==> config.mk <==
export PLATFORM = sky130hd
export DESIGN_NAME = mul16_top
export DESIGN_NICKNAME = d
export VERILOG_FILES = /design/src/hdl/mul_pkg.sv /design/src/hdl/mul_data_if.sv /design/src/hdl/cla_adder32.sv /design/src/hdl/mul16_top.sv /design/src/hdl/mul_handshake_ctrl.sv /design/src/hdl/product_combiner.sv /design/src/hdl/quad_mult8.sv
export SDC_FILE = /design/constraint.sdc
export NUM_CORES = 1
export LEC_CHECK = 0
export BUFFER_PORTS_ARGS = -buffer_cell sky130_fd_sc_hd__buf_2
export CORE_ASPECT_RATIO = 0.5
export CORE_UTILIZATION = 56
export DETAILED_ROUTE_END_ITERATION = 16
export MAX_ROUTING_LAYER = met4
export PLACE_DENSITY_LB_ADDON = 0.08
export SKIP_LAST_GASP = 1
export SYNTH_ARGS = -nofsm -noshare
export SYNTH_HDL_FRONTEND = slang
export SYNTH_SLANG_ARGS = --single-unit
==> constraint.sdc <==
create_clock -name clk -period 13.6 [get_ports clk]
set_input_delay 2.72 -clock clk [delete_from_list [all_inputs] [get_ports clk]]
set_output_delay 2.72 -clock clk [all_outputs]
set_load 0.005 [all_outputs]
==> src/hdl/mul_pkg.sv <==
/*
  Widths and types shared by the 16x16 unsigned multiplier.
  The byte split assumes FULL_W is exactly twice HALF_W.
  The adder assumes PROD_W equals CLA_GROUPS * CLA_GROUP_W.
*/
`default_nettype none

package mul_pkg;

   localparam int HALF_W      = 8;            // one operand byte
   localparam int FULL_W      = 2 * HALF_W;   // operand width
   localparam int PROD_W      = 2 * FULL_W;   // full product width
   localparam int CLA_GROUP_W = 4;            // bits per lookahead group
   localparam int CLA_GROUPS  = PROD_W / CLA_GROUP_W;

   typedef logic [HALF_W-1:0]   half_t;
   typedef logic [FULL_W-1:0]   op_t;
   typedef logic [2*HALF_W-1:0] quad_t;   // one 8x8 quadrant product
   typedef logic [PROD_W-1:0]   prod_t;

   // handshake control states
   typedef enum logic [1:0] {
      IDLE,   // waiting for req
      CALC,   // operands held, product settling
      DONE    // ack high until req drops
   } mul_state_e;

endpackage

`default_nettype wire

==> src/hdl/mul_data_if.sv <==
/*
  Operand bytes and product between the handshake control and the datapath.
  prod is combinational from the registered bytes.
  No handshake of its own, the control FSM decides when prod is taken.
*/
`timescale 1ns/1ps
`default_nettype none

interface mul_data_if import mul_pkg::*; ();

   half_t a_hi;
   half_t a_lo;
   half_t b_hi;
   half_t b_lo;
   prod_t prod;   // settles within the CALC cycle

   // control side registers the bytes and samples the product
   modport ctrl (
      output a_hi, a_lo, b_hi, b_lo,
      input  prod
   );

   modport datapath (
      input  a_hi, a_lo, b_hi, b_lo,
      output prod
   );

endinterface

`default_nettype wire

==> src/hdl/cla_adder32.sv <==
/*
  32-bit carry-lookahead adder, 4-bit groups with a second lookahead level.
  No carry-in, the adder always starts from zero.
  carry_out is the carry out of the top group.
*/
`timescale 1ns/1ps
`default_nettype none

module cla_adder32 import mul_pkg::*; (
   input  prod_t x,
   input  prod_t y,
   output prod_t sum,
   output logic  carry_out
);

   prod_t                 p;       // bit propagate
   prod_t                 g;       // bit generate
   logic [CLA_GROUPS-1:0] grp_p;
   logic [CLA_GROUPS-1:0] grp_g;
   logic [CLA_GROUPS:0]   grp_c;   // carry into each group

   // carry into position n, flattened to sum of products
   function automatic logic lookahead(input logic [CLA_GROUPS-1:0] gv,
                                      input logic [CLA_GROUPS-1:0] pv,
                                      input logic                  cin,
                                      input int                    n);
      logic c;
      logic term;
      c = cin;
      for (int k = 0; k < CLA_GROUPS; k++) begin
         if (k < n)
            c = c & pv[k];
      end
      for (int m = 0; m < CLA_GROUPS; m++) begin
         term = gv[m] && (m < n);
         for (int k = m + 1; k < CLA_GROUPS; k++) begin
            if (k < n)
               term = term & pv[k];
         end
         c = c | term;
      end
      return c;
   endfunction

   assign p = x ^ y;
   assign g = x & y;

   for (genvar k = 0; k < CLA_GROUPS; k++) begin : g_grp
      logic [CLA_GROUPS-1:0] gs;   // group slice, zero padded
      logic [CLA_GROUPS-1:0] ps;

      assign gs       = CLA_GROUPS'(g[k*CLA_GROUP_W +: CLA_GROUP_W]);
      assign ps       = CLA_GROUPS'(p[k*CLA_GROUP_W +: CLA_GROUP_W]);
      assign grp_p[k] = &p[k*CLA_GROUP_W +: CLA_GROUP_W];
      assign grp_g[k] = lookahead(gs, ps, 1'b0, CLA_GROUP_W);

      // local lookahead from the group carry-in
      for (genvar j = 0; j < CLA_GROUP_W; j++) begin : g_bit
         assign sum[k*CLA_GROUP_W+j] = p[k*CLA_GROUP_W+j] ^ lookahead(gs, ps, grp_c[k], j);
      end
   end

   // second level over the group terms
   for (genvar k = 0; k <= CLA_GROUPS; k++) begin : g_gc
      assign grp_c[k] = lookahead(grp_g, grp_p, 1'b0, k);
   end

   assign carry_out = grp_c[CLA_GROUPS];

endmodule

`default_nettype wire

==> src/hdl/mul16_top.sv <==
/*
  16x16 unsigned multiplier with a four-phase req/ack handshake.
  Exact 32-bit product, built from four 8x8 quadrants.
  a and b must stay stable while req is high.
  Latency is two clock edges from the first edge that samples req high.
*/
`timescale 1ns/1ps
`default_nettype none

module mul16_top import mul_pkg::*; (
   input  logic  clk,
   input  logic  rst_n,
   input  logic  req,
   input  op_t   a,
   input  op_t   b,
   output logic  ack,
   output prod_t product
);

   mul_data_if dp_if ();   // operand bytes and raw product

   mul_handshake_ctrl u_ctrl (
      .clk     (clk),
      .rst_n   (rst_n),
      .req     (req),
      .a       (a),
      .b       (b),
      .ack     (ack),
      .product (product),
      .dp      (dp_if.ctrl)
   );

   // combinational, read back by the control in CALC
   product_combiner u_comb (
      .dp (dp_if.datapath)
   );

endmodule

`default_nettype wire

==> src/hdl/mul_handshake_ctrl.sv <==
/*
  Four-phase req/ack control around the multiplier datapath.
  The requester must hold a and b stable while req is high.
  ack rises two edges after req is first sampled high, and drops on the
  first edge that sees req low. One transaction at a time.
  product is zero after reset and holds until the next result.
*/
`timescale 1ns/1ps
`default_nettype none

module mul_handshake_ctrl import mul_pkg::*; (
   input  logic        clk,
   input  logic        rst_n,
   input  logic        req,
   input  op_t         a,
   input  op_t         b,
   output logic        ack,
   output prod_t       product,
   mul_data_if.ctrl    dp
);

   mul_state_e state;
   mul_state_e state_nxt;
   logic       capture;   // new operands taken this edge

   assign capture = (state == IDLE) && req;

   always_comb begin
      state_nxt = state;
      case (state)
         IDLE:    if (req) state_nxt = CALC;
         CALC:    state_nxt = DONE;            // product settles in one cycle
         DONE:    if (!req) state_nxt = IDLE;  // back-pressure holds us here
         default: state_nxt = IDLE;
      endcase
   end

   always_ff @(posedge clk or negedge rst_n) begin
      if (!rst_n)
         state <= IDLE;
      else
         state <= state_nxt;
   end

   // operand bytes feed the datapath directly
   always_ff @(posedge clk) begin
      if (capture) begin
         dp.a_hi <= a[FULL_W-1:HALF_W];
         dp.a_lo <= a[HALF_W-1:0];
         dp.b_hi <= b[FULL_W-1:HALF_W];
         dp.b_lo <= b[HALF_W-1:0];
      end
   end

   always_ff @(posedge clk or negedge rst_n) begin
      if (!rst_n)
         product <= '0;
      else if (state == CALC)
         product <= dp.prod;
   end

   assign ack = (state == DONE);

   // ack only answers a pending request
   a_ack_needs_req: assert property (@(posedge clk) disable iff (!rst_n)
      $rose(ack) |-> $past(req));

   a_product_stable: assert property (@(posedge clk) disable iff (!rst_n)
      (ack && $past(ack)) |-> $stable(product));

   a_idle_holds: assert property (@(posedge clk) disable iff (!rst_n)
      (state == IDLE && !req) |=> (state == IDLE));

endmodule

`default_nettype wire

==> src/hdl/product_combiner.sv <==
/*
  Datapath of the multiplier, combinational with zero latency.
  Four quadrant products, cross terms moved up one byte, two adder stages.
  An exact product always fits 32 bits, so the last carry is never set.
*/
`timescale 1ns/1ps
`default_nettype none

module product_combiner import mul_pkg::*; (
   mul_data_if.datapath dp
);

   quad_t ll;
   quad_t lh;
   quad_t hl;
   quad_t hh;
   prod_t llhh;       // hh:ll, no overlap
   prod_t lh_sh;
   prod_t hl_sh;
   prod_t stage1;
   logic  carry2;

   quad_mult8 u_ll (.x(dp.a_lo), .y(dp.b_lo), .p(ll));
   quad_mult8 u_lh (.x(dp.a_lo), .y(dp.b_hi), .p(lh));
   quad_mult8 u_hl (.x(dp.a_hi), .y(dp.b_lo), .p(hl));
   quad_mult8 u_hh (.x(dp.a_hi), .y(dp.b_hi), .p(hh));

   assign llhh  = {hh, ll};
   assign lh_sh = {{HALF_W{1'b0}}, lh, {HALF_W{1'b0}}};   // weight 2^8
   assign hl_sh = {{HALF_W{1'b0}}, hl, {HALF_W{1'b0}}};

   // first stage carry cannot be set either
   cla_adder32 u_add1 (.x(llhh), .y(lh_sh), .sum(stage1), .carry_out());
   cla_adder32 u_add2 (.x(stage1), .y(hl_sh), .sum(dp.prod), .carry_out(carry2));

   a_no_overflow: assert final ($isunknown({dp.a_hi, dp.a_lo, dp.b_hi, dp.b_lo}) || !carry2)
      else $error("product overflowed 32 bits, lookahead reduction is broken");

endmodule

`default_nettype wire

==> src/hdl/quad_mult8.sv <==
/*
  Exact 8x8 unsigned array multiplier for one quadrant.
  Purely combinational, the depth grows with HALF_W rows of ripple adders.
*/
`timescale 1ns/1ps
`default_nettype none

module quad_mult8 import mul_pkg::*; (
   input  half_t x,
   input  half_t y,
   output quad_t p
);

   logic [HALF_W-1:0] pp [HALF_W];    // partial product rows
   logic [HALF_W-1:0] acc [HALF_W];   // running sum after each row
   logic [HALF_W:0]   cy [HALF_W];    // ripple carries per row

   for (genvar r = 0; r < HALF_W; r++) begin : g_pp
      assign pp[r] = x & {HALF_W{y[r]}};
   end

   // first row passes straight through
   assign acc[0] = pp[0];
   assign cy[0]  = '0;

   for (genvar i = 1; i < HALF_W; i++) begin : g_row
      assign cy[i][0] = 1'b0;

      for (genvar j = 0; j < HALF_W; j++) begin : g_fa
         logic a_in;     // previous row, moved down one weight
         logic half_s;

         if (j == HALF_W - 1) begin : g_top
            assign a_in = cy[i-1][HALF_W];   // carry out of the row above
         end else begin : g_mid
            assign a_in = acc[i-1][j+1];
         end

         assign half_s      = a_in ^ pp[i][j];
         assign acc[i][j]   = half_s ^ cy[i][j];
         assign cy[i][j+1]  = (a_in & pp[i][j]) | (half_s & cy[i][j]);
      end

      // lowest bit of each finished row is final
      assign p[i-1] = acc[i-1][0];
   end

   assign p[2*HALF_W-1:HALF_W-1] = {cy[HALF_W-1][HALF_W], acc[HALF_W-1]};

endmodule

`default_nettype wire

==> impl_metrics.toml <==
[sta]
tightest_slew_ps = 807.0
hold_viol_final = 0
max_clock_freq_mhz = 77.94
rsz0062_at_grt = "false"
slew_violations = 0
fin_crit_sh_pct = 94.34
setup_viol = 0
maxSlewHeadroom_pct = 46.20
period_minus_slack_ps = 12830
fin_tns_setup_ps = 0
skew_ps = 6.173

[grt]
grt_pass1_vias = 6936
grt_overflow = 0
grt_use_total_pct = 26.76
grt_pass1_wl_um = 35940
antenna_found_initial = 0
grt_max_degree = 49

[run]
cap_violations = 0

[clocking]
worstSkewPairLatency_ps = 340
cts_tree = "yes"
numCtsBuffers = 9
cts.sinks = 66
clk_path_buf_depth = 2
path_clk_slew_ps = 60
h-tree-depth = 3
root_buffer = "clkbuf_16"
holdBufCountCts = 0

[critical_path]
r2r-start = "u_ctrl.dp.a_lo[0]"
cp_data_arrival_time_ps = 13040
path_max_fanout = 16
crit_buf_inv = 8
path_class = "reg2reg"
slowest_delay_ps = 540
reg2reg_to = "u_ctrl.product[31]"
ff2ff_setup_slack_ps = 770
path_common_cell = "fa_1"
cpLargestDelayFamily = "adder cells"
cp.required_ps = 13810
cp-end-kind = "flip-flop"
start_kind = "flip-flop"
crit_slowest_cell = "fa_1"
r2r_cells = 49

[drt]
num_vias = 6440
ant_nets = 0
drc = 0
routed_wl_um = 21850
wl_per_cell_um = 17.63
drt_iter0_drc = 318
via_per_inst = 5.198
first_pass_iters = 4

[cells_and_area]
drive_above_1_share_pct = 11.55
syn2layout_area_growth_pct = 8.712
layout.cells.non_filler = 1239
final_design_area_no_fill_um2 = 10990
fill_cells = 1517
fin_util_pct = 62.71
nets = 1318

[synthesis]
synth_cells = 946
netlist_area_um2 = 10110
ys_seq_elements = 66
synth-seq-area-share_pct = 17.92
yosysUniqueCellTypes = 29
yosysWarnings = 0
synth_nets = 1265
syn_avg_cell_area_um2 = 10.69

[min_path]
hold_class = "reg2reg"
holdPathEnd = "u_ctrl.product[10]"
holdCritStartpoint = "u_ctrl.product[10]"
hold-path-cell-count = 2

[status]
status = "complete, no violations"

[placement]
dp_hpwl_um = 17810
placed_area_um2 = 10650
io_buffers = 67
gp_routability_congestion = 0.8679
dp_cells = 1220

[die]
core.rowCount = 34
initial_core_util_pct = 57.68
pin_count = 68
die_w_um = 192.0
dieArea_um2 = 18630
core_area_um2 = 17530
dieHeight_um = 97.01
## layout by cell type (no fill, tap or decap), types with 2 or more instances in the layout
cell type	instances
o21a_1	9
o21ai_1	17
xor2_1	5
a21oi_2	2
clkbuf_16	10
inv_1	138
mux2_4	17
and2_1	194
inv_4	2
fa_1	200
buf_4	12
nand2_1	92
xnor2_1	18
o211ai_1	5
buf_2	67
ha_1	84
nor2_1	11
nand4_1	7
a21oi_1	20
dfrtp_1	34
nor3_1	3
edfxtp_1	32
o21ai_0	10
nand2b_1	4
## layout make-up
cell class                 instances  area [um^2]  area share, %
inverter                         138        518.0          4.713
tap                              234        292.8          2.664
sequential                        66         1812          16.48
antenna                            1        2.502        0.02277
clock inverter                     5        56.30         0.5123
timing repair buffer              79        425.4          3.871
clock buffer                      11        264.0          2.402
multi-input combinational        705         7620          69.33
## state kept, by name, summed over array words and instances, names as in the netlist
register and flops:
u_ctrl.dp.a_hi 8, u_ctrl.dp.a_lo 8, u_ctrl.dp.b_hi 8, u_ctrl.dp.b_lo 8, u_ctrl.product 32, u_ctrl.state 2
## synth_stat cells
cell type  count  area, um^2
xor2_1         5       43.79
fa_1         200        4004
nor2_1        11       41.29
xnor2_1       18       157.7
o211ai_1       5       37.54
nand4_1        7       43.79
o21ai_0       11       55.05
nand4b_1       1       8.760
clkbuf_1      31       116.4
a21oi_1       21       105.1
mux2_4        17       255.2
nand2_1       92       345.3
dfrtp_1       34       850.8
nor3b_1        2       15.01
o21ai_1       16       80.08
and2_1       194        1214
nor2b_1        1       6.260
o21a_1         9       67.56
o21bai_1       1       7.510
ha_1          84        1051
inv_1        138       518.0
nand2b_4       1       13.76
buf_1          2       7.510
buf_6          4       45.04
edfxtp_1      32       960.9
nand2b_1       4       25.02
nor3_1         3       15.01
o21ba_1        1       10.01
a21oi_2        1       8.760
## worst max-delay path by stage
| stage | start | endpoint | slack (ps) | depth (start not counted) |
|---|---|---|---|---|
| floorplan | u_ctrl.dp.b_lo[1] | u_ctrl.product[31] | 1290 | 49 |
| global placement | u_ctrl.dp.b_lo[1] | u_ctrl.product[31] | 920 | 48 |
| detailed placement | u_ctrl.dp.b_lo[1] | u_ctrl.product[31] | 650 | 48 |
| CTS | u_ctrl.dp.b_lo[1] | u_ctrl.product[31] | 650 | 48 |
| global route | u_ctrl.dp.a_lo[0] | u_ctrl.product[31] | 50 | 49 |
| finish | u_ctrl.dp.a_lo[0] | u_ctrl.product[31] | 770 | 49 |
## repair_timing
action / in CTS / in global routing
buffers inserted: 0 / 2
endpoints found under the setup margin: 0 / 2
gates resized for setup: 0 / 2
## layer usage
metal	track usage [%]	part of all wire, %	vias to the layer above
met5	-	0	-
met4	3.937	0.61	0
met3	4.572	5.6	13
met2	36.46	40	152
met1	42.41	54	3261
li1	-	-	3014
## through the flow
stage	setup WS (ps)	hold slack, ps
6_report	769.7	479.4
5_1_grt	52.96	516.3
4_1_cts	648.1	485.5
3_5_place_dp	653.8	472.2
3_3_place_gp	923.8	465.5
2_1_floorplan	1291	447.2
## kinds of logic after synthesis
kind of cell,Yosys count,synth area share (%)
xor+xnor,23,1.993
fa+ha+maj,284,50.00
flops,66,17.92
mux,17,2.525
simple gates,316,17.09
compound gates,65,3.676
buf+inv,175,6.795
## worst min-delay path, delay by kind of cell, from the launching register on
| family | cells | cell delay [ps] |
|---|---|---|
| AND/OR/NAND/NOR | 1 | 40 |
| AO/OA/AOI/OAI | 1 | 60 |
| flip-flops | 1 | 340 |
Power is left out: the tool's default activity adds up to more than one toggle a clock period on the data nets, which glitch-free logic cannot reach.
